===== src/verilog/mem_pkg.sv =====
package mem_pkg;

    typedef logic [31:0] u32_t;
    typedef logic [4:0]  reg_idx_t;
    typedef logic [5:0]  ecode_t;

    localparam ecode_t ECODE_ALE  = 6'h09;  // misaligned access
    localparam ecode_t ECODE_TLBR = 6'h3f;  // no direct window hit
    localparam ecode_t ECODE_ADEM = 6'h08;  // bus error

    typedef enum logic [1:0] {
        BYTE      = 2'd0,
        HALF_WORD = 2'd1,
        WORD      = 2'd2
    } byte_type_e;

    typedef struct packed {
        logic       en;
        logic [2:0] vseg;
        logic [2:0] pseg;
    } dmw_t;

    typedef struct packed {
        logic da;   // pa equals va
        dmw_t dmw0;
        dmw_t dmw1;
    } trans_cfg_t;

    typedef struct packed {
        logic   valid;
        ecode_t ecode;
        u32_t   badv;
    } excp_t;

    typedef struct packed {
        logic       valid;
        u32_t       pc;
        u32_t       ex_out;
        logic       is_mem;
        logic       is_store;
        logic       is_signed;
        byte_type_e byte_type;
        logic       is_wr_rd;
        reg_idx_t   rd;
        u32_t       rkd_data;
    } exe_mem_pass_t;

    typedef struct packed {
        logic     valid;
        reg_idx_t idx;
        logic     data_valid;
        u32_t     data;
    } fwd_t;

    typedef struct packed {
        logic       valid;
        logic       write;
        u32_t       addr;
        u32_t       wdata;
        logic [3:0] wstrb;
    } mem_req_t;

    typedef struct packed {
        logic done;
        u32_t rdata;
        logic err;
    } mem_resp_t;

    typedef struct packed {
        logic valid;
        u32_t addr;
    } fetch_req_t;

    typedef struct packed {
        logic       valid;
        u32_t       pc;
        u32_t       ex_out;
        logic       is_mem;
        logic       is_store;
        logic       is_signed;
        byte_type_e byte_type;
        logic       is_wr_rd;
        reg_idx_t   rd;
        u32_t       rdata;
    } mem1_mem2_pass_t;

    typedef struct packed {
        logic     valid;
        u32_t     pc;
        logic     is_wr_rd;
        reg_idx_t rd;
        u32_t     data;
    } wb_t;

    typedef enum logic [1:0] {
        ARB_IDLE   = 2'd0,
        ARB_SETUP  = 2'd1,
        ARB_ACCESS = 2'd2
    } arb_state_e;

endpackage

===== src/verilog/mem2_stage.sv =====
`timescale 1ns/100ps

module mem2_stage (
    input  logic                     clk,
    input  logic                     rst_n,
    input  mem_pkg::mem1_mem2_pass_t pass_in,
    input  mem_pkg::excp_t           excp_in,
    input  logic                     wb_ready,
    output logic                     rdy_in,
    output mem_pkg::wb_t             wb_out,
    output mem_pkg::excp_t           excp_out
);

    mem_pkg::wb_t   wb_q;
    mem_pkg::excp_t excp_q;

    logic          is_load;
    logic [7:0]    ld_byte;
    logic [15:0]   ld_half;
    mem_pkg::u32_t ld_data;
    mem_pkg::u32_t result;

    assign is_load = pass_in.is_mem & ~pass_in.is_store;

    always_comb begin
        ld_byte = pass_in.rdata[8*pass_in.ex_out[1:0] +: 8];
        ld_half = pass_in.ex_out[1] ? pass_in.rdata[31:16] : pass_in.rdata[15:0];
        case (pass_in.byte_type)
            mem_pkg::BYTE:
                ld_data = {{24{pass_in.is_signed & ld_byte[7]}}, ld_byte};
            mem_pkg::HALF_WORD:
                ld_data = {{16{pass_in.is_signed & ld_half[15]}}, ld_half};
            default:
                ld_data = pass_in.rdata;
        endcase
    end

    assign result = is_load ? ld_data : pass_in.ex_out;

    // space whenever the register drains this cycle
    assign rdy_in = ~wb_q.valid | wb_ready;

    always_ff @(posedge clk, negedge rst_n) begin
        if (!rst_n) begin
            wb_q.valid   <= 1'b0;
            excp_q.valid <= 1'b0;
        end else if (rdy_in) begin
            wb_q.valid    <= pass_in.valid;
            wb_q.pc       <= pass_in.pc;
            wb_q.is_wr_rd <= pass_in.is_wr_rd & ~excp_in.valid; // no write on exception
            wb_q.rd       <= pass_in.rd;
            wb_q.data     <= result;
            excp_q.valid  <= pass_in.valid & excp_in.valid;
            excp_q.ecode  <= excp_in.ecode;
            excp_q.badv   <= excp_in.badv;
        end
    end

    assign wb_out   = wb_q;
    assign excp_out = excp_q;

endmodule


===== config.mk =====
export PLATFORM = sky130hd
export DESIGN_NAME = mem2_stage
export DESIGN_NICKNAME = d
export VERILOG_FILES = /design/src/verilog/mem_pkg.sv /design/src/verilog/mem2_stage.sv
export SDC_FILE = /design/constraint.sdc
export NUM_CORES = 1
export LEC_CHECK = 0
export ABC_AREA = 1
export BUFFER_PORTS_ARGS = -buffer_cell sky130_fd_sc_hd__buf_2
export CAP_MARGIN = 10
export CELL_PAD_IN_SITES_DETAIL_PLACEMENT = 0
export CELL_PAD_IN_SITES_GLOBAL_PLACEMENT = 1
export CORE_MARGIN = 10
export CORE_UTILIZATION = 35
export DETAILED_ROUTE_END_ITERATION = 10
export PLACE_DENSITY = 0.95
export SYNTH_ARGS = -nofsm -noshare
export SYNTH_HDL_FRONTEND = slang
export SYNTH_SLANG_ARGS = --single-unit

===== constraint.sdc =====
create_clock -name clk -period 16.8 [get_ports clk]
set_input_delay 1.68 -clock clk [delete_from_list [all_inputs] [get_ports clk]]
set_output_delay 1.68 -clock clk [all_outputs]
set_load 0.01 [all_outputs]

# == Word level (Yosys, flattened, before mapping) ==
# Index checks and enable logic that the tools add are counted.
# classes
bitwise_logic,9
muxes,3
n_shift,1
n_reduce_logical,2
n_eq_ne,1
# op_table
op,n
$pmux W32 S2,1
$mux W32,1
$shiftx A32 B6 Y8,1
$mux W16,1
$and A1 B1 Y1,5
$not A1 Y1,3
$eq A2 B1 Y1 const B,1
$logic_not A2 Y1,1
$reduce_and A2 Y1,1
$or A1 B1 Y1,1
# word_totals
input_bits,150
register_bits,110
out_inout_bits,111
wordCells,24

# == Logic depth before layout (Yosys ltp) ==
# logic_depth
ltp_word,4
mapped_depth,9
depth_no_buf,9

# == Worst setup path after synthesis ==
# OpenSTA, ideal clock, no wires.
# synth_path
kind,input -> register
from,in wb_ready
to,"reg excp_q, in the netlist excp_out[0], enable pin"
required_ns,16.224
path_stages,2
path_buffers,0
arrival_time_ns,6.242
path_slack_ns,9.982
setup_time_ns,0.576
path_cell_list,nor2_1 -> nor2_1
# synth_via
elab_chain_len,2
# synth_lines
item,line_no,text
"start, declared",mem2_stage.sv:8,"input logic wb_ready,"
$or A1 B1 Y1,mem2_stage.sv:41,assign rdy_in = ~wb_q.valid | wb_ready;
$reduce_and A2 Y1 (no line),n/a,
"end, declared",mem2_stage.sv:15,mem_pkg::excp_t excp_q;
# No other way between the ends.
# A chain may end at the register's enable or synchronous reset.

# == Worst setup path after layout ==
# layout_path
from,in wb_ready
to,out rdy_in
# layout_via
elab_chain_len,1
# layout_lines
item,line_no,text
$or A1 B1 Y1,mem2_stage.sv:41,
"end, declared",mem2_stage.sv:9,"output logic rdy_in,"
# No other way between the ends.

==> flow_summary.toml <==
[routing]
firstDrtPassIters = 4
num_vias = 3584
drc_errors = 0
antenna_left = 0
wirelength_um = 15000
drt_iter0_drc = 202
post_drt_via_cell_ratio = 4.60
wl_per_cell_um = 19.3

[critical_path]
reg2reg_from = "wb_out[70]"
critPathLaunchType = "input port"
crit_path_end_kind = "primary output"
reg2reg_slack_ns = 14.58
r2r-end = "wb_out[63]"
crit_start = "wb_ready"
cp.required_ns = 15.12
critical_path.max_fanout = 5
rr_worst_depth = 5
path_class = "in2out"
arrival_ns = 2.30

[grt]
top_usage_layer = "met2"
met1_usage_pct = 17.3
use_met2_pct = 29.8
grt-ovfl-total = 0
grt_pass1_vias = 3754
grt_max_degree = 66
grt_use_met3_pct = 6.75
antenna_found_initial = 2
grt_usage_pct = 16.7
grt_pass1_wl_um = 22500

[sta]
setup_slack_ns = 12.82
fin_crit_sh_pct = 23.7
rsz0062_at_grt = "false"
layout_min_cycle_time_ns = 3.98
fin_tns_setup_ns = 0
finalSetupViolCount = 0
maxSlewHeadroom_pct = 48.7
fmax_ghz = 0.251
finalClockSkew_ns = 0.00787
worstMarginPinSlew_ns = 0.769
final_hold_viol_count = 0
slew_viol_final = 0

[cts]
cts.sinks = 110
root_buffer = "clkbuf_16"
cts.htree.levels = 3
cts_setup_buffers = 0
postCtsHoldBufs = 0
clockBufferDepth = 2
cts_made_buffers = 9
cts_tree = "built"
clkTransAtPathRegs_ns = 0.07
clk_latency_ns = 0.34
cts-resized-gates = 0

[yosys]
ys_ff_latch = 110
yosys_warnings = 0
syn_area_um2 = 4390
synth_top_area_share_pct = 74.0
syn_inst = 345
yosysUniqueCellTypes = 21
synth-edff-count = 108
yosysSeqAreaShare_pct = 75.1
synthFlopType = "edfxtp_1"
async_flop_share_pct = 1.82
synth.area.top_cells = "edfxtp_1, nand2_1, a21oi_1, o21ai_0, nor2_1"
syn_area_per_cell_um2 = 12.7
yosysMostFrequentCell = "edfxtp_1"
yosysTopAreaCell = "edfxtp_1"
synth_nets = 495
ys_top_cells_by_count = "edfxtp_1, nand2_1, a21oi_1"

[die]
initial_core_util_pct = 36.1
die_x_um = 132
io_pins = 261
rows = 40
die_h_um = 132
die_area_um2 = 17400
core_um2 = 12200

[hold_path]
holdPathEnd = "excp_out[38]"
holdPathStages = 2
hold_path.class = "reg2reg"
hold_start = "excp_out[38]"

[layout]
regArea_um2 = 3290
multi_input_area_um2 = 941
fillers = 1110
area_delta_synth_final_pct = 40.6
layout.nets = 755
final_layout_size_suffix_gt1_share_pct = 49.0

[place]
numPortBuffers = 260
post-dp-hpwl_um = 12000
gp_congestion = 0.840
place_ws_ns = 12.83

[power]
finalPower_uw = 622
leakage_uw = 0.00281
ir_drop_mv = 0.0437
p_per_area_nw_per_um2 = 101

[run]
cap_violations = 0

[run_status]
status = "finished, final reports clean"
stage by stage:
stage / hold WS, ns / std cells / area, um2 / util, %
2_1_floorplan: 0.519 / 345 / 4390 / -
3_3_place_gp: 0.468 / 762 / 5850 / 48.1
3_5_place_dp: 0.479 / 762 / 5850 / 48.1
4_1_cts: 0.496 / 778 / 6160 / 50.7
5_1_grt: 0.544 / 778 / 6160 / 50.7
6_report: 0.489 / 779 / 6160 / 50.7
where the power goes:
| group | switching (uW) | total [uW] | internal (uW) |
|---|---|---|---|
| registers | 3.70 | 325 | 321 |
| clock network | 97.8 | 219 | 122 |
| logic | 46.6 | 77.4 | 30.7 |
| total | 148 | 622 | 474 |
flip-flops by register name, indices dropped and copies added (netlist names):
name / cells
excp_out: 39
wb_out: 71
layout make-up:
type	instances	area share, %
sequential	110	53.4
clock inverter	5	1.06
inverter	25	1.52
multi-input combinational	197	15.3
timing repair buffer	262	21.4
clock buffer	11	3.94
antenna	1	0.0406
tap	168	3.41
metal layers:
metal / part of all wire [%] / routed length, um / up-vias
li1: - / - / 1721
met1: 37 / 5530 / 1662
met2: 51 / 7680 / 180
met3: 10 / 1560 / 17
met4: 1.4 / 209 / 4
met5: 0.17 / 25 / -
how the worst max path moves through the flow:
stage	slack, ns	depth (start not counted)	to
final	12.82	4	rdy_in
after global routing	12.79	4	rdy_in
after CTS	12.83	4	rdy_in
after detailed placement	12.83	4	rdy_in
after global placement	12.84	4	rdy_in
after floorplan	9.98	2	excp_out[0]
layout by cell type, fill, tap and decap left out, drive strengths merged, types with 8 or more instances in the layout:
cell type / count
nor2: 28
nand2: 89
o21ai: 22
nand3: 8
inv: 27
a21oi: 47
clkbuf: 11
buf: 262
edfxtp: 108
worst max-delay path: stages:
cell and delay, ns:
buf_2 0.09, nor2_1 0.31, inv_1 0.06, buf_2 0.15
kinds of logic (layout without fill, tap and decap cells):
| family | Yosys count | after routing | synth area share (%) |
|---|---|---|---|
| AO/OA/AOI/OAI | 71 | 71 | 9.10 |
| buffers and inverters | 38 | 303 | 3.62 |
| flip-flops | 110 | 110 | 75.1 |
| other | 0 | 1 | 0 |
| AND/OR/NAND/NOR | 126 | 126 | 12.2 |
Power figures use the tool's default switching activity.
