[src/verilog/mem_pkg.sv]
package mem_pkg;

    typedef logic [31:0] u32_t;
    typedef logic [4:0]  reg_idx_t;
    typedef logic [5:0]  ecode_t;

    localparam ecode_t ECODE_ALE  = 6'h09;  // misaligned access
    localparam ecode_t ECODE_TLBR = 6'h3f;  // no direct window hit
    localparam ecode_t ECODE_ADEM = 6'h08;  // bus error

    typedef enum logic [1:0] {
        BYTE      = 2'd0,
        HALF_WORD = 2'd1,
        WORD      = 2'd2
    } byte_type_e;

    typedef struct packed {
        logic       en;
        logic [2:0] vseg;
        logic [2:0] pseg;
    } dmw_t;

    typedef struct packed {
        logic da;   // pa equals va
        dmw_t dmw0;
        dmw_t dmw1;
    } trans_cfg_t;

    typedef struct packed {
        logic   valid;
        ecode_t ecode;
        u32_t   badv;
    } excp_t;

    typedef struct packed {
        logic       valid;
        u32_t       pc;
        u32_t       ex_out;
        logic       is_mem;
        logic       is_store;
        logic       is_signed;
        byte_type_e byte_type;
        logic       is_wr_rd;
        reg_idx_t   rd;
        u32_t       rkd_data;
    } exe_mem_pass_t;

    typedef struct packed {
        logic     valid;
        reg_idx_t idx;
        logic     data_valid;
        u32_t     data;
    } fwd_t;

    typedef struct packed {
        logic       valid;
        logic       write;
        u32_t       addr;
        u32_t       wdata;
        logic [3:0] wstrb;
    } mem_req_t;

    typedef struct packed {
        logic done;
        u32_t rdata;
        logic err;
    } mem_resp_t;

    typedef struct packed {
        logic valid;
        u32_t addr;
    } fetch_req_t;

    typedef struct packed {
        logic       valid;
        u32_t       pc;
        u32_t       ex_out;
        logic       is_mem;
        logic       is_store;
        logic       is_signed;
        byte_type_e byte_type;
        logic       is_wr_rd;
        reg_idx_t   rd;
        u32_t       rdata;
    } mem1_mem2_pass_t;

    typedef struct packed {
        logic     valid;
        u32_t     pc;
        logic     is_wr_rd;
        reg_idx_t rd;
        u32_t     data;
    } wb_t;

    typedef enum logic [1:0] {
        ARB_IDLE   = 2'd0,
        ARB_SETUP  = 2'd1,
        ARB_ACCESS = 2'd2
    } arb_state_e;

endpackage
[src/verilog/mem1_stage.sv]
`timescale 1ns/100ps

module mem1_stage (
    input  logic                     clk,
    input  logic                     rst_n,
    input  logic                     flush,
    input  mem_pkg::exe_mem_pass_t   pass_in,
    input  mem_pkg::excp_t           excp_in,
    input  mem_pkg::trans_cfg_t      cfg,
    input  mem_pkg::mem_resp_t       data_resp,
    input  logic                     next_rdy_in,
    output logic                     rdy_in,
    output mem_pkg::fwd_t            fwd,
    output mem_pkg::mem_req_t        data_req,
    output mem_pkg::mem1_mem2_pass_t pass_out,
    output mem_pkg::excp_t           excp_out
);

    mem_pkg::exe_mem_pass_t pass_r;
    mem_pkg::excp_t         excp_r;

    always_ff @(posedge clk, negedge rst_n) begin
        if (!rst_n) begin
            pass_r.valid <= 1'b0;
        end else if (rdy_in) begin
            pass_r <= pass_in;  // bubbles load too
            excp_r <= excp_in;
        end
    end

    logic mem1_flush;
    logic mem1_stall;
    logic rdy_out;
    logic need_req;
    logic mem_wait;

    mem_pkg::u32_t  pa;
    mem_pkg::excp_t addr_excp;

    addr_trans addr_trans_i (
        .en        (~mem1_flush & pass_r.is_mem),
        .va        (pass_r.ex_out),
        .is_store  (pass_r.is_store),
        .byte_type (pass_r.byte_type),
        .cfg       (cfg),
        .pa        (pa),
        .excp      (addr_excp)
    );

    // response capture, so the request is issued once per op
    logic          done_q;
    logic          err_q;
    mem_pkg::u32_t rdata_q;

    always_ff @(posedge clk, negedge rst_n) begin
        if (!rst_n) begin
            done_q <= 1'b0;
        end else if (rdy_in) begin
            done_q <= 1'b0;
        end else if (data_resp.done) begin
            done_q <= 1'b1;
        end
    end

    always_ff @(posedge clk) begin
        if (data_resp.done) begin
            rdata_q <= data_resp.rdata;
            err_q   <= data_resp.err;
        end
    end

    assign mem1_flush = flush | ~pass_r.valid;
    assign need_req   = ~mem1_flush & pass_r.is_mem & ~excp_r.valid & ~addr_excp.valid;
    assign mem_wait   = need_req & ~done_q & ~data_resp.done;
    assign mem1_stall = ~next_rdy_in | mem_wait;

    assign rdy_in  = mem1_flush | ~mem1_stall;
    assign rdy_out = ~mem1_flush & ~mem1_stall;

    mem_pkg::u32_t resp_rdata;
    logic          resp_err;
    assign resp_rdata = done_q ? rdata_q : data_resp.rdata;
    assign resp_err   = need_req & (done_q ? err_q : data_resp.err);

    // store lane placement
    mem_pkg::u32_t st_data;
    logic [3:0]    st_strb;

    always_comb begin
        st_data = pass_r.rkd_data;
        st_strb = 4'b1111;
        case (pass_r.byte_type)
            mem_pkg::BYTE: begin
                st_data = {4{pass_r.rkd_data[7:0]}};
                st_strb = 4'b0001 << pa[1:0];
            end
            mem_pkg::HALF_WORD: begin
                st_data = {2{pass_r.rkd_data[15:0]}};
                st_strb = pa[1] ? 4'b1100 : 4'b0011;
            end
            default: ;
        endcase
    end

    always_comb begin
        data_req.valid = need_req & ~done_q;
        data_req.write = pass_r.is_store;
        data_req.addr  = pa;
        data_req.wdata = st_data;
        data_req.wstrb = pass_r.is_store ? st_strb : 4'b0000;
    end

    // loads cannot hand data to the bypass yet
    always_comb begin
        fwd.valid      = (pass_r.rd != 5'd0) & pass_r.is_wr_rd & ~mem1_flush;
        fwd.idx        = pass_r.rd;
        fwd.data_valid = ~(pass_r.is_mem & ~pass_r.is_store);
        fwd.data       = pass_r.ex_out;
    end

    always_comb begin
        pass_out.valid     = rdy_out;
        pass_out.pc        = pass_r.pc;
        pass_out.ex_out    = pass_r.ex_out;
        pass_out.is_mem    = pass_r.is_mem;
        pass_out.is_store  = pass_r.is_store;
        pass_out.is_signed = pass_r.is_signed;
        pass_out.byte_type = pass_r.byte_type;
        pass_out.is_wr_rd  = pass_r.is_wr_rd;
        pass_out.rd        = pass_r.rd;
        pass_out.rdata     = resp_rdata;
    end

    always_comb begin
        excp_out       = addr_excp;
        excp_out.valid = 1'b0;
        if (rdy_out) begin
            if (excp_r.valid) begin
                excp_out = excp_r;
            end else if (addr_excp.valid) begin
                excp_out = addr_excp;
            end else if (resp_err) begin
                excp_out.valid = 1'b1;
                excp_out.ecode = mem_pkg::ECODE_ADEM;
                excp_out.badv  = pass_r.ex_out;
            end
        end
    end

endmodule

[src/verilog/addr_trans.sv]
`timescale 1ns/100ps

module addr_trans (
    input  logic                 en,
    input  mem_pkg::u32_t        va,
    input  logic                 is_store,
    input  mem_pkg::byte_type_e  byte_type,
    input  mem_pkg::trans_cfg_t  cfg,
    output mem_pkg::u32_t        pa,
    output mem_pkg::excp_t       excp
);

    logic hit0;
    logic hit1;
    logic win_miss;
    logic misaligned;

    // only the top segment bits take part in the window match
    assign hit0 = cfg.dmw0.en && (va[31:29] == cfg.dmw0.vseg);
    assign hit1 = cfg.dmw1.en && (va[31:29] == cfg.dmw1.vseg);
    assign win_miss = ~cfg.da & ~hit0 & ~hit1;

    always_comb begin
        pa = va;
        if (!cfg.da) begin
            if (hit0) begin
                pa = {cfg.dmw0.pseg, va[28:0]};
            end else if (hit1) begin
                pa = {cfg.dmw1.pseg, va[28:0]};
            end
        end
    end

    always_comb begin
        misaligned = 1'b0;
        case (byte_type)
            mem_pkg::HALF_WORD: misaligned = va[0];
            mem_pkg::WORD:      misaligned = |va[1:0];
            default:            misaligned = 1'b0;
        endcase
    end

    always_comb begin
        excp.valid = en & (misaligned | win_miss);
        excp.ecode = misaligned ? mem_pkg::ECODE_ALE : mem_pkg::ECODE_TLBR; // ale wins
        excp.badv  = va;
    end

endmodule

[config.mk]
export PLATFORM = sky130hd
export DESIGN_NAME = mem1_stage
export DESIGN_NICKNAME = d
export VERILOG_FILES = /design/src/verilog/mem_pkg.sv /design/src/verilog/mem1_stage.sv /design/src/verilog/addr_trans.sv
export SDC_FILE = /design/constraint.sdc
export NUM_CORES = 1
export LEC_CHECK = 0
export BUFFER_PORTS_ARGS = -buffer_cell sky130_fd_sc_hd__clkbuf_2
export CORE_AREA = 8 8 171 173
export CTS_CLUSTER_SIZE = 40
export DETAILED_ROUTE_END_ITERATION = 12
export DIE_AREA = 0 0 179 181
export GPL_TIMING_DRIVEN = 0
export SLEW_MARGIN = 30
export SYNTH_ARGS = -nofsm -noshare
export SYNTH_HDL_FRONTEND = slang
export SYNTH_SLANG_ARGS = --single-unit
[constraint.sdc]
create_clock -name clk -period 15 [get_ports clk]
set_input_delay 2.25 -clock clk [delete_from_list [all_inputs] [get_ports clk]]
set_output_delay 2.25 -clock clk [all_outputs]
set_load 0.05 [all_outputs]
---- After elaboration in Yosys (flattened, before gate mapping) ----
Index checks and enable logic that the tools add are counted.
storage, ports and cells
  ROM bits ................................ 0
  output and inout bits ................... 257
  bits in latches ......................... 0
  input bits .............................. 200
  flip-flop bits (word level) ............. 181
  memory bits (writable) .................. 0
  word-level logic and storage cells ...... 75
  memories ................................ 0
operators by class
  bitwise operators ....................... 30
  equality and inequality tests ........... 4
  divide/modulo/power cells ............... 0
  add/subtract/negate cells ............... 0
  magnitude comparators ................... 0
  $mul .................................... 0
  muxes and demuxes ....................... 17
  shift operators ......................... 1
  reductions and logical operators ........ 7
operators with widths
  cell                                                               number
  39-bit two-way mux                                                 4
  32-bit two-way mux                                                 4
  32-bit case mux with 2 select lines                                1
  1-bit bitwise AND                                                  13
  1-bit NOT                                                          13
  4-bit two-way mux                                                  2
  4-bit case mux with 2 select lines                                 1
  3-bit == test                                                      2
  6-bit two-way mux                                                  1
  5-bit nonzero test                                                 1
  1-bit bitwise OR                                                   4
  1-bit by 2-bit << shifter with 4-bit output, first input constant  1
  1-bit two-way mux                                                  3
  2-bit by 1-bit == test with 1-bit output, second input constant    1
  2-bit == test, second input constant                               1
  1-bit logical AND                                                  2
  2-bit zero test                                                    1
  1-bit case mux with 2 select lines                                 1
  2-bit AND reduction                                                1
  2-bit nonzero test                                                 1
  2-bit OR reduction                                                 1

---- Logic depth before layout (Yosys ltp) ----
Gate-level depths: netlist (run 1).
  depth after elaboration ................. 15
  gate-level depth with buffers ........... 7
  gate-level depth less buffers ........... 7

---- Modules after synthesis ----
From an unflattened synthesis (run 1), not the netlist that was laid out.
second synthesis, totals
  cells, all modules ...................... 686
  area total of the unflattened synthesis .. 9396.5 um2
modules (own cells, without submodules)
  module      cells each  sequential area each (um2)  area each (um2)  instances
  mem1_stage  589         5425.2                      8655.8           1
  addr_trans  97          0.0                         740.7            1

---- Least setup slack after synthesis (run 1) ----
No wires, ideal clock.
  kind .................................... input to register
  start point ............................. input port cfg[4] (netlist bit)
  end point ............................... register pass_r, in the netlist data_req[68], enable pin
  stages .................................. 5
  setup slack ............................. 7.658 ns
  library setup time ...................... 0.522 ns
  arrival ................................. 6.820 ns
  cell sequence ........................... xnor2_1 nand4_1 a31oi_1 nor2_1 and2_1
between the ends
  longest elaborated chain between the ends .. 14
RTL lines
  element                               RTL line          source
  from (decl)                           mem1_stage.sv:9   input mem_pkg::trans_cfg_t cfg,
  3-bit == test                         addr_trans.sv:20  assign hit1 = cfg.dmw1.en && (va[31:29] == cfg.dmw1.vseg);
  1-bit logical AND                     addr_trans.sv:20
  1-bit NOT                             addr_trans.sv:21  assign win_miss = ~cfg.da & ~hit0 & ~hit1;
  1-bit bitwise AND                     addr_trans.sv:21
  1-bit bitwise OR                      addr_trans.sv:44  excp.valid = en & (misaligned | win_miss);
  1-bit bitwise AND                     addr_trans.sv:44
  1-bit NOT                             mem1_stage.sv:73  assign need_req = ~mem1_flush & pass_r.is_mem & ~excp_r.valid & ~addr_excp.valid;
  1-bit bitwise AND                     mem1_stage.sv:73
  1-bit bitwise AND (2 in series)       mem1_stage.sv:74  assign mem_wait = need_req & ~done_q & ~data_resp.done;
  1-bit bitwise OR                      mem1_stage.sv:75  assign mem1_stall = ~next_rdy_in | mem_wait;
  1-bit NOT                             mem1_stage.sv:77  assign rdy_in = mem1_flush | ~mem1_stall;
  1-bit bitwise OR                      mem1_stage.sv:77
  named net rdy_in                      mem1_stage.sv:12  output logic rdy_in,
  2-bit AND reduction (no source line)  -
  to (signal assigned)                  mem1_stage.sv:26  pass_r <= pass_in;
  to (decl)                             mem1_stage.sv:19  mem_pkg::exe_mem_pass_t pass_r;
The timed path passes the listed nets, and every way through them passes these cells.
A chain may end at the register's enable or synchronous reset.

==> metrics.md, run 1 <==
| Metric | Value |
|---|---|
| Outcome | finished, final reports clean |
| First-pass GRT wire length | 36700 um |
| GRT Util Overall | 14.9% |
| Area Overhead vs Synth | 40.8% |
| Total wire length | 25100 um |
| Final min period | 6310 ps |
| Max Slew Vio Count | 0 |
| Final nets | 1216 |
| Placed cell count | 1335 |
| Final setup fails | 0 |
| Skew final | 17.3 ps |
| Most frequent CP cell | clkbuf_2 |
| #FFs+latches synth | 181 |
| Core area | 26500 um^2 |
| Diodes inserted | 0 |
| Initial Util | 31.1% |
| Async set-or-reset flop fraction in the synthesized netlist | 1.10% |
| HP Class | register to register |
| Root Buffer | clkbuf_16 |
| Peak VDD IR | 0.0687 mV |
| Buffers on Ports | 456 |
| Initial antenna violation count | 0 |
| Setup bufs post-CTS | 0 |
| Pre-Repair DR Iteration Count | 4 |
| DRT antenna net count | 0 |
| Syn Area/Cell | 15.4 um^2 |
| HPWL after DPL | 20500 um |
| Critical Path Sink Type | output pin |
| CTS H-tree lvls | 4 |
| Final period util | 42.1% |
| Post-synth EDFFs | 179 |
| Vias in the first global route | 6187 |
| CP cell instances | clkbuf_2, nor2_1, and2_1, o21ai_0, a31o_2, nand2_1, clkbuf_2 |
| Reg2reg start | pass_out[39]$_DFFE_PP_ |
| Routed vias | 5822 |
| Worst slew pin tran | 921 ps |
| Worst Setup EP | excp_out[36] |
| WP data arrival | 4060 ps |
| Wire length per cell | 18.4 um |
| DRC violations left | 0 |
| Syn Inst Count | 535 |
| Final hold viol count | 0 |
| Via density | 4.26 |
| IO Count | 457 |
| Syn. warnings | 0 |
| Die Span X | 179 um |
| FMAX | 0.159 GHz |
| Mapped Nets | 738 |
| CTS tree | done |
| Rel. slew slack | 38.6% |
| PnR worst setup slack | 8690 ps |
| GRT overflow | 0 |
| Number of hold buffers added after CTS | 0 |
| Layout Cells excl Fill | 1367 |
| Iter 0 DRT Violations | 298 |
| Seq/Total Area, Yosys | 65.9% |
| Slowest cell on the critical path | clkbuf_2 |
| Row Count | 60 |
| CP startpoint | data_resp[33] |
| Max-cap viol count | 0 |
| Die ar. | 32400 um^2 |
| CTS Buffer Depth | 2 |
| Critical path class | primary input to output pin |
| TritonCTS Sinks | 181 |
| CTS buffer count | 17 |
| Synth cell types | 45 |
| Final setup TNS | 0 ps |
| Clk_lat worst skew | 430 ps |
| Worst R2R Path Depth | 9 |
| P per Cell Area | 121 nW/um^2 |
| Largest net degree at the start of global routing | 51 |
| Unrepaired setup endpoints after global routing | false |
| Pre-CTS WS | 8690 ps |
| Crit-path max FO | 34 |
| CTS resizes | 0 |
| Ys flop type | edfxtp_1 |
| Clock transition at path regs | 70 ps |
| Cell leakage power | 0.00535 uW |
| Layout cells sized above 1 | 71.2% |
| Mapped Area | 8240 um^2 |
| CP startpoint kind | primary input |
| Critical R2R Capture | fwd[20]$_DFFE_PP_ |
| Die Height | 181 um |
| CP peak stage delay | 510 ps |
| Worst EP required | 12750 ps |
| RD Place Congestion | 0.788 |
| R2R setup slack | 12310 ps |
==> cells in the final DEF (no fill, tap or decap), types with 2 or more instances in the layout <==
| cell | count |
|---|---|
| clkbuf_2 | 456 |
| edfxtp_1 | 179 |
| buf_4 | 156 |
| mux2_2 | 70 |
| nand2_1 | 23 |
| clkbuf_16 | 17 |
| nor2_1 | 10 |
| clkbuf_1 | 9 |
| a22oi_1 | 9 |
| a22o_1 | 8 |
| a21oi_1 | 7 |
| nand3_1 | 6 |
| inv_8 | 6 |
| inv_1 | 4 |
| nor2b_1 | 4 |
| nand2b_1 | 3 |
| xnor2_2 | 3 |
| xnor2_1 | 3 |
| o22ai_1 | 3 |
| nand4_1 | 3 |
| mux2_1 | 3 |
| ha_1 | 3 |
| inv_6 | 3 |
| o211ai_1 | 2 |
| o21a_1 | 2 |
| clkinv_8 | 2 |
| clkinv_4 | 2 |
| dfrtp_1 | 2 |
| buf_12 | 2 |
==> worst min-delay path by stage <==
stage | slack [ps] | cells past startpoint | endpoint | startpoint
detailed placement | 700 | 3 | done_q$_DFFE_PN0P_ | done_q$_DFFE_PN0P_
CTS | 720 | 3 | done_q$_DFFE_PN0P_ | done_q$_DFFE_PN0P_
global route | 770 | 3 | done_q$_DFFE_PN0P_ | done_q$_DFFE_PN0P_
global placement | 710 | 3 | done_q$_DFFE_PN0P_ | done_q$_DFFE_PN0P_
floorplan | 620 | 3 | done_q$_DFFE_PN0P_ | done_q$_DFFE_PN0P_
finish | 710 | 3 | done_q$_DFFE_PN0P_ | done_q$_DFFE_PN0P_
==> synth_stat cells (2+ instances only) <==
| library cell | count | area share (%) |
|---|---|---|
| nor2_1 | 10 | 0.46 |
| ha_1 | 3 | 0.46 |
| xnor2_1 | 3 | 0.32 |
| o21a_1 | 2 | 0.18 |
| mux2_1 | 3 | 0.41 |
| nand4_1 | 3 | 0.23 |
| nand2_1 | 23 | 1.0 |
| clkbuf_1 | 8 | 0.36 |
| inv_1 | 4 | 0.18 |
| nor2b_1 | 4 | 0.30 |
| o211ai_1 | 2 | 0.18 |
| and2_1 | 2 | 0.15 |
| mux2_2 | 70 | 9.6 |
| dfrtp_1 | 2 | 0.61 |
| a21oi_1 | 7 | 0.43 |
| a22oi_1 | 9 | 0.82 |
| nand3_1 | 6 | 0.36 |
| xnor2_2 | 3 | 0.59 |
| a22o_1 | 8 | 0.85 |
| o22ai_1 | 3 | 0.23 |
| buf_4 | 156 | 14 |
| nand2b_1 | 3 | 0.23 |
| edfxtp_1 | 179 | 65 |
==> flip-flops by register name (all words and copies together), names as in the netlist <==
register	cells
excp_r	39
fwd	37
pass_out	37
pass_r	33
rdata_q	32
data_req	1
done_q	1
err_q	1
==> through the flow <==
| step | power (uW) | hold WS [ps] | cell area [um^2] | utilization (%) |
|---|---|---|---|---|
| after floorplan | 872 | 623 | 8240 | - |
| after global placement | 967 | 706 | 10900 | 41.3 |
| after detailed placement | 968 | 696 | 11000 | 41.6 |
| after CTS | 1420 | 720 | 11600 | 43.8 |
| after global routing | 1450 | 768 | 11600 | 43.8 |
| final | 1400 | 712 | 11600 | 43.8 |
==> area by class of cell <==
cell class                 instances  area [um^2]
fill                            2481        14900
timing repair buffer             459         2350
clock buffer                      18          429
clock inverter                    14          151
tap                              341          427
buffer                           166         1220
multi-input combinational        184         1580
sequential                       181         5430
inverter                           4         15.0
==> report_power, final <==
part | switching, uW | leakage [uW] | internal, uW | total, uW
registers | 17.1 | 0.00176 | 594 | 612
clock network | 220 | 0.000283 | 224 | 445
logic | 240 | 0.00331 | 101 | 341
total | 478 | 0.00535 | 920 | 1400
==> cell families (layout without fill, tap and decap cells) <==
logic type | count (synthesis) | count (layout) | share of synthesized area (%)
muxes | 73 | 73 | 9.98
adders and majority gates | 3 | 3 | 0.456
buffers and inverters | 170 | 661 | 15.0
AOI/OAI and AO/OA | 37 | 37 | 3.39
DFF | 181 | 181 | 65.9
and+or+nand+nor | 65 | 65 | 4.42
xor gates and xnor gates | 6 | 6 | 0.912
==> layer usage <==
metal	vias up	track usage, %	part of all wire [%]
met2	304	26.7	51
met3	13	6.40	12
met5	-	0	0
met4	0	3.84	0.92
li1	2769	-	-
met1	2736	15.5	36
==> critical path: cells and delay by family <==
kind	cells	cell delay [ps]
AND/OR/NAND/NOR	3	620
AO/OA/AOI/OAI	2	360
buffers and inverters	2	800
Power figures use the tool's default switching activity.
==> run 2, diff against run 1 <==
CORE_AREA = 8 8 174 176   (was 8 8 171 173)
DIE_AREA = 0 0 182 184   (was 0 0 179 181)
clock period = 5.7 ns   (was 15 ns; I/O delays follow)
==> run 2 against run 1 <==
  * Register-to-register slack got worse by 9200 ps
  * Worst setup slack got worse by 6600 ps
  * Cell count is 0.37% higher
  * Critical path depth unchanged
  * Via count increased by 0.65%
  * Core utilization decreased by 1.4 points
  * Cell area increased by 0.37%
  * Sequential cell count did not move
  * Clock skew decreased by 3.3 ps
  * Critical path type unchanged
  * Largest cell class unchanged
  * Largest power group unchanged
==> metrics.md, run 2 (synthesis results as in run 1) <==
| Metric | Value |
|---|---|
| IO Count | 457 (unchanged) |
| Critical Path Sink Type | output pin (unchanged) |
| Most common cell after layout, fill and taps aside | clkbuf_2 (unchanged) |
| Final min period | 3620 ps |
| Number of fill cells | 2642 (was 2481) |
| Via density | 4.27 (was 4.26) |
| WP data arrival | 2770 ps (was 4060 ps) |
| Placed cell count | 1340 (was 1335) |
| Critical path class | primary input to output pin (unchanged) |
| P per Cell Area | 318 nW/um^2 (was 121 nW/um^2) |
| Unrepaired setup endpoints after global routing | false (unchanged) |
| Outcome | finished, final reports clean (unchanged) |
| Layout cells sized above 1 | 71.2% (unchanged) |
| Commonest non-fill, non-tap cells in the layout | 456 x clkbuf_2, 179 x edfxtp_1, 156 x buf_4 (unchanged) |
| Core area | 27500 um^2 (was 26500 um^2) |
| Vias in the first global route | 6105 (was 6187) |
| GRT overflow | 0 (unchanged) |
| Peak VDD IR | 0.212 mV (was 0.0687 mV) |
| CTS H-tree lvls | 4 (unchanged) |
| Pre-Repair DR Iteration Count | 7 (was 4) |
| RD Place Congestion | 0.844 (was 0.788) |
| CTS tree | done (unchanged) |
| Total wire length | 26100 um (was 25100 um) |
| Switching Share | 34.5% (was 34.2%) |
| Number of hold buffers added after CTS | 0 (unchanged) |
| HP Class | primary input to asynchronous set/reset pin (was register to register) |
| Row Count | 61 (was 60) |
| Die ar. | 33500 um^2 (was 32400 um^2) |
| Crit-path max FO | 34 (unchanged) |
| Largest net degree at the start of global routing | 51 (unchanged) |
| Root Buffer | clkbuf_16 (unchanged) |
| DRC violations left | 0 (unchanged) |
| Max-cap viol count | 0 (unchanged) |
| CTS Buffer Depth | 2 (unchanged) |
| Initial Util | 30.0% (was 31.1%) |
| Clk_lat worst skew | 440 ps (was 430 ps) |
| Rel. slew slack | 41.1% (was 38.6%) |
| Worst slew pin tran | 884 ps (was 921 ps) |
| Layout Cells excl Fill | 1372 (was 1367) |
| GRT Util Overall | 15.1% (was 14.9%) |
| Combinational fraction of design power | 24.3% (was 24.4%) |
| Final nets | 1216 (unchanged) |
| Iter 0 DRT Violations | 279 (was 298) |
| Worst EP required | 4850 ps (was 12750 ps) |
| Max reg flops | 39 (unchanged) |
| Routed vias | 5860 (was 5822) |
| Final period util | 63.6% |
| P_sw | 1280 uW (was 478 uW) |
| Area Overhead vs Synth | 41.3% (was 40.8%) |
| CTS resizes | 0 (unchanged) |
| Clock network power share | 32.1% (was 31.8%) |
| Internal | 2430 uW (was 920 uW) |
| Wire length per cell | 19.0 um (was 18.4 um) |
| TritonCTS Sinks | 181 (unchanged) |
| HPWL after DPL | 21100 um (was 20500 um) |
| CP startpoint kind | primary input (unchanged) |
| First-pass GRT wire length | 37800 um (was 36700 um) |
| Max Slew Vio Count | 0 (unchanged) |
| CTS buffer count | 17 (unchanged) |
| Top reg by flops | excp_r (unchanged) |
| Diodes inserted | 0 (unchanged) |
| Buffers on Ports | 456 (unchanged) |
| Cell leakage power | 0.00537 uW (was 0.00535 uW) |
| Setup bufs post-CTS | 0 (unchanged) |
| Clock transition at path regs | 70 ps (about the same) |
| Final setup fails | 0 (unchanged) |
| Seq pwr share | 43.6% (was 43.8%) |
| DRT antenna net count | 0 (unchanged) |
| Die Height | 184 um (was 181 um) |
| Initial antenna violation count | 1 (was 0) |
| Die Span X | 182 um (was 179 um) |
| FMAX | 0.276 GHz |
| Skew final | 14.0 ps (was 17.3 ps) |
| Final setup TNS | 0 ps (unchanged) |
| Final hold viol count | 0 (unchanged) |
[run 2: changes by cell type in the layout (fill, tap and decap cells not counted), sizes merged]
cell      change
clkinv        +5
inv           -3
clkbuf        -1
clkinvlp      -1
[run 2: worst paths after layout]
path / start / to / slack (ps) / cells after the start
setup / recovery: data_resp[33] / excp_out[37] / 2080 / 7
hold / removal: rst_n / done_q$_DFFE_PN0P_ / 210 / 1
setup reg to reg: pass_out[38]$_DFFE_PP_ / pass_out[87]$_DFFE_PP_ / 3160 / 7
hold reg to reg: done_q$_DFFE_PN0P_ / done_q$_DFFE_PN0P_ / 720 / 3
max in group asynchronous: rst_n / pass_r[107]$_DFFE_PN0P_ / 5370 / 1
min in group clk: pass_in[3] / pass_r[3]$_DFFE_PP_ / 580 / 1
[run 2: worst max-delay path, stage by stage]
cell and delay, ps:
clkbuf_2 660, nor2_1 180, and2_1 230, a22oi_1 190
a31o_2 260, nand2_1 110, clkbuf_2 260
[run 2: final cells by class]
| cell class | instances | area, um^2 | area share (%) |
|---|---|---|---|
| flip-flops and latches | 181 | 5430 | 46.6 |
| multi-input cells | 184 | 1580 | 13.6 |
| inverters | 4 | 15.0 | 0.129 |
| well taps | 346 | 433 | 3.72 |
| repair buffers | 459 | 2360 | 20.3 |
| plain buffers | 166 | 1220 | 10.5 |
| clock buffers | 17 | 425 | 3.66 |
| clock inverters | 15 | 184 | 1.58 |
[run 2: per-layer routing]
layer | share of wire, % | GRT usage [%] | routed length [um]
met1 | 37 | 16.0 | 9690
met2 | 51 | 26.7 | 13400
met3 | 9.7 | 6.68 | 2540
met4 | 1.6 | 4.33 | 412
met5 | 0.035 | 0 | 9
[run 2: power groups by stage]
| stage | registers [uW] | clock network, uW | logic (uW) |
|---|---|---|---|
| final | 1610 | 1190 | 901 |
| after floorplan | 1630 | 0 | 663 |
| after global routing | 1620 | 1270 | 943 |
| after detailed placement | 1640 | 0 | 909 |
| after CTS | 1610 | 1230 | 912 |
| after global placement | 1650 | 0 | 896 |
[run 2: metrics by stage]
step / total power (uW) / hold WS (ps) / utilization [%] / cell area [um^2] / setup WS [ps]
3_3_place_gp: 2540 / 650 / 39.9 / 11000 / 247
2_1_floorplan: 2290 / 559 / - / 8240 / 1330
3_5_place_dp: 2550 / 660 / 40.1 / 11000 / 1980
4_1_cts: 3750 / 176 / 42.4 / 11600 / 2010
6_report: 3700 / 210 / 42.4 / 11600 / 2080
5_1_grt: 3840 / 175 / 42.4 / 11600 / 1880
==> run 3, diff against run 2 <==
ABC_AREA = 1   (was not set)
CORE_AREA = 8 8 169 171   (was 8 8 174 176)
DIE_AREA = 0 0 177 179   (was 0 0 182 184)
clock period = 3.6 ns   (was 5.7 ns; I/O delays follow)
==> run 3 against run 2 <==
  * Via count is 22% higher
  * Non-clock buffer count is 16 higher
  * Critical path depth is 5 higher
  * Cell count is 22% higher
  * Hold slack better by 77 ps
  * Clock-buffer cell count stayed put
  * Global-route usage is 2.6 points higher
  * Clock skew is 2.5 ps higher
  * Sequential cell count stayed put
  * Synthesized cell count is 57% higher
  * First-iteration DRC count is 17% higher
  * Largest cell class unchanged
==> metrics.md, run 3 <==
| Metric | Value |
|---|---|
| Async set-or-reset flop fraction in the synthesized netlist | 1.10% (unchanged) |
| RD Place Congestion | 0.837 (was 0.844) |
| Clk_lat worst skew | 420 ps (was 440 ps) |
| Mapped Area | 8750 um^2 (was 8240 um^2) |
| Combinational fraction of design power | 25.8% (was 24.3%) |
| Total wire length | 29100 um (was 26100 um) |
| Critical path class | register to output pin (was primary input to output pin) |
| CTS buffer count | 17 (unchanged) |
| Vias in the first global route | 7353 (was 6105) |
| Syn Area/Cell | 10.4 um^2 (was 15.4 um^2) |
| Delay-heaviest family, CP | simple AND/OR/NAND/NOR gates (was buffers and inverters) |
| Crit-path max FO | 10 (was 34) |
| Worst slew pin tran | 889 ps (was 884 ps) |
| Worst EP required | 3060 ps (was 4850 ps) |
| P per Cell Area | 484 nW/um^2 (was 318 nW/um^2) |
| CP startpoint kind | register (was primary input) |
| Final setup fails | 0 (unchanged) |
| Compound-gate portion of the synthesized area | 3.13% (was 3.39%) |
| Iter 0 DRT Violations | 327 (was 279) |
| HPWL after DPL | 23500 um (was 21100 um) |
| Seq pwr share | 43.3% (was 43.6%) |
| HP Class | primary input to register (was primary input to asynchronous set/reset pin) |
| CP cell instances | inv_1, ha_1, inv_2, o21ai_1, nand2_2, nand4_4, nor2_4, nor2_4, buf_6, nand3_1, nand2_1, clkbuf_2 (was clkbuf_2, nor2_1, and2_1, a22oi_1, a31o_2, nand2_1, clkbuf_2) |
| Root Buffer | clkbuf_16 (unchanged) |
| Area leader, netlist | edfxtp_1 (unchanged) |
| Max-cap viol count | 0 (unchanged) |
| Largest net degree at the start of global routing | 50 (was 51) |
| CTS H-tree lvls | 4 (unchanged) |
| Final period util | 93.5% |
| Layout Cells excl Fill | 1669 (was 1372) |
| Unrepaired setup endpoints after global routing | false (unchanged) |
| Core area | 25800 um^2 (was 27500 um^2) |
| Final min period | 3370 ps |
| WHS | 287 ps (was 210 ps) |
| IO Count | 457 (unchanged) |
| Syn. warnings | 0 (unchanged) |
| #FFs+latches synth | 181 (unchanged) |
| Area Overhead vs Synth | 38.6% (was 41.3%) |
| Pre-CTS WS | 367 ps (was 1980 ps) |
| Via density | 4.30 (was 4.27) |
| Top reg by flops | excp_r (unchanged) |
| DRT antenna net count | 0 (unchanged) |
| Synth area leaders | edfxtp_1 61%, nand2_1 13%, buf_4 13% (was edfxtp_1 65%, buf_4 14%, mux2_2 9.6%) |
| Mux contribution to synthesized area | 0% (was 9.98%) |
| Commonest non-fill, non-tap cells in the layout | 455 x clkbuf_2, 313 x nand2_1, 179 x edfxtp_1 (was 456 x clkbuf_2, 179 x edfxtp_1, 156 x buf_4) |
| Final nets | 1524 (was 1216) |
| GRT Util Overall | 17.7% (was 15.1%) |
| Xor-xnor portion of the synthesized cell area | 0% (was 0.912%) |
| Die Span X | 177 um (was 182 um) |
| Post-synth EDFFs | 179 (unchanged) |
| Final hold viol count | 0 (unchanged) |
| Most common cell after layout, fill and taps aside | clkbuf_2 (unchanged) |
| Internal | 3800 uW (was 2430 uW) |
| Initial Util | 34.0% (was 30.0%) |
| Pre-Repair DR Iteration Count | 4 (was 7) |
| Row Count | 59 (was 61) |
| DRC violations left | 0 (unchanged) |
| Clock transition at path regs | 80 ps (was 70 ps) |
| CTS Buffer Depth | 2 (unchanged) |
| Layout cells sized above 1 | 50.1% (was 71.2%) |
| Count leader, synth | nand2_1 (was edfxtp_1) |
| Rel. slew slack | 40.7% (was 41.1%) |
| Seq/Total Area, Yosys | 62.0% (was 65.9%) |
| Synth cell types | 31 (was 45) |
| Post-Synth Simple-Gate Area | 17.5% (was 4.42%) |
| P_sw | 2070 uW (was 1280 uW) |
| TritonCTS Sinks | 181 (unchanged) |
| WP data arrival | 2830 ps (was 2770 ps) |
| Ys flop type | edfxtp_1 (unchanged) |
| Largest family of logic cells by synthesized area | simple AND/OR/NAND/NOR gates (was buffers and inverters) |
| First-pass GRT wire length | 42600 um (was 37800 um) |
| Synth top area share | 61.4% (was 65.3%) |
| Critical Path Sink Type | output pin (unchanged) |
| Mapped Nets | 1043 (was 738) |
| PnR worst setup slack | 234 ps (was 2080 ps) |
| FMAX | 0.297 GHz |
| Worst Path Buf+Inv | 4 (was 2) |
| Clock network power share | 30.8% (was 32.1%) |
| Routed vias | 7174 (was 5860) |
| Switching Share | 35.2% (was 34.5%) |
| GRT overflow | 0 (unchanged) |
| Post-synthesis adder-cell area fraction | 0.429% (was 0.456%) |
| Outcome | finished, final reports clean (unchanged) |
| CTS tree | done (unchanged) |
| Die Height | 179 um (was 184 um) |
| Most frequent CP cell | nor2_4 (was clkbuf_2) |
| Placed cell count | 1634 (was 1340) |
| Final core occ | 47.1% (was 42.4%) |
| Top post-synthesis cells by count | 314 x nand2_1, 179 x edfxtp_1, 151 x buf_4 (was 179 x edfxtp_1, 156 x buf_4, 70 x mux2_2) |
| Wire length per cell | 17.4 um (was 19.0 um) |
| Die ar. | 31700 um^2 (was 33500 um^2) |
| Max reg flops | 39 (unchanged) |
| CP peak stage delay | 430 ps (was 660 ps) |
| Cell leakage power | 0.00617 uW (was 0.00537 uW) |
| Syn Inst Count | 840 (was 535) |
| Slowest cell on the critical path | edfxtp_1 (was clkbuf_2) |
| Skew final | 16.5 ps (was 14.0 ps) |
| Max Slew Vio Count | 0 (unchanged) |
| Initial antenna violation count | 0 (was 1) |
| Peak VDD IR | 0.212 mV (about the same) |
| Buffers on Ports | 456 (unchanged) |
==> run 3: changes by cell type after synthesis, moves of 8 or more <==
cell	previous run	this run
nand2_1	23	314
mux2_2	70	0
inv_1	4	47
nand3_1	6	42
o21ai_0	1	28
clkbuf_1	8	20
a22oi_1	9	0
a22o_1	8	0
==> run 3: path summary, 6_finish.rpt <==
| check | start | to | slack [ps] | cells past startpoint |
|---|---|---|---|---|
| worst max-delay path | pass_out[39]$_DFFE_PP_ | excp_out[5] | 230 | 12 |
| worst min-delay path | pass_in[43] | fwd[0]$_DFFE_PP_ | 290 | 1 |
| min in group asynchronous | rst_n | done_q$_DFFE_PN0P_ | 480 | 2 |
| worst max register to register | pass_out[39]$_DFFE_PP_ | excp_r[1]$_DFFE_PP_ | 570 | 11 |
| max in group asynchronous | rst_n | pass_r[107]$_DFFE_PN0P_ | 3010 | 2 |
| worst min register to register | pass_r[107]$_DFFE_PN0P_ | pass_r[107]$_DFFE_PN0P_ | 710 | 4 |
==> run 3: worst register-to-register path: stages, from the launching register on <==
cell	delay (ps)
edfxtp_1	430
inv_1	100
ha_1	240
inv_2	120
o21ai_1	170
nand2_2	170
nand4_4	170
nor2_4	60
o21ai_2	220
and2_4	470
buf_12	250
buf_16	290
==> run 3: repair_timing <==
action	CTS	global route
hold endpoints to repair	2	0
hold buffers	1	0
gates resized for setup	0	1
setup endpoints to repair	0	30
buffers inserted	0	2
==> run 3: stage by stage <==
stage | setup TNS [ps] | area [um^2] | power (uW)
after floorplan | 0 | 8760 | 3660
after global placement | -23650 | 11500 | 4100
after detailed placement | 0 | 11500 | 4120
after CTS | 0 | 12100 | 5950
after global routing | 0 | 12100 | 6120
final | 0 | 12100 | 5870
==> run 3: layer usage <==
metal,part of all wire (%),up-vias,track usage (%)
met2,51,302,31.7
met3,9.6,21,7.10
li1,-,3575,-
met5,0,-,0
met4,1.2,0,3.99
met1,38,3276,19.3
==> run 3: power by group through the flow <==
stage               Combinational (uW)  Sequential [uW]  Clock, uW
finish                            1510             2540       1810
global route                      1610             2560       1960
floorplan                         1100             2570          0
global placement                  1500             2590          0
CTS                               1530             2540       1880
detailed placement                1530             2590          0
==> run 3: area by class of cell <==
class | count | area [um^2]
clock buffer | 17 | 425
clock inverter | 14 | 143
inverter | 53 | 199
fill | 2487 | 13600
timing repair buffer | 462 | 2380
antenna | 1 | 2.50
tap | 335 | 419
multi-input combinational | 427 | 1860
buffer | 179 | 1280
sequential | 181 | 5430
==> run 3: logic make-up after synthesis <==
family / after synthesis
simple gates: 375
fa+ha+maj: 3
compound gates: 49
flops: 181
buf+inv: 232
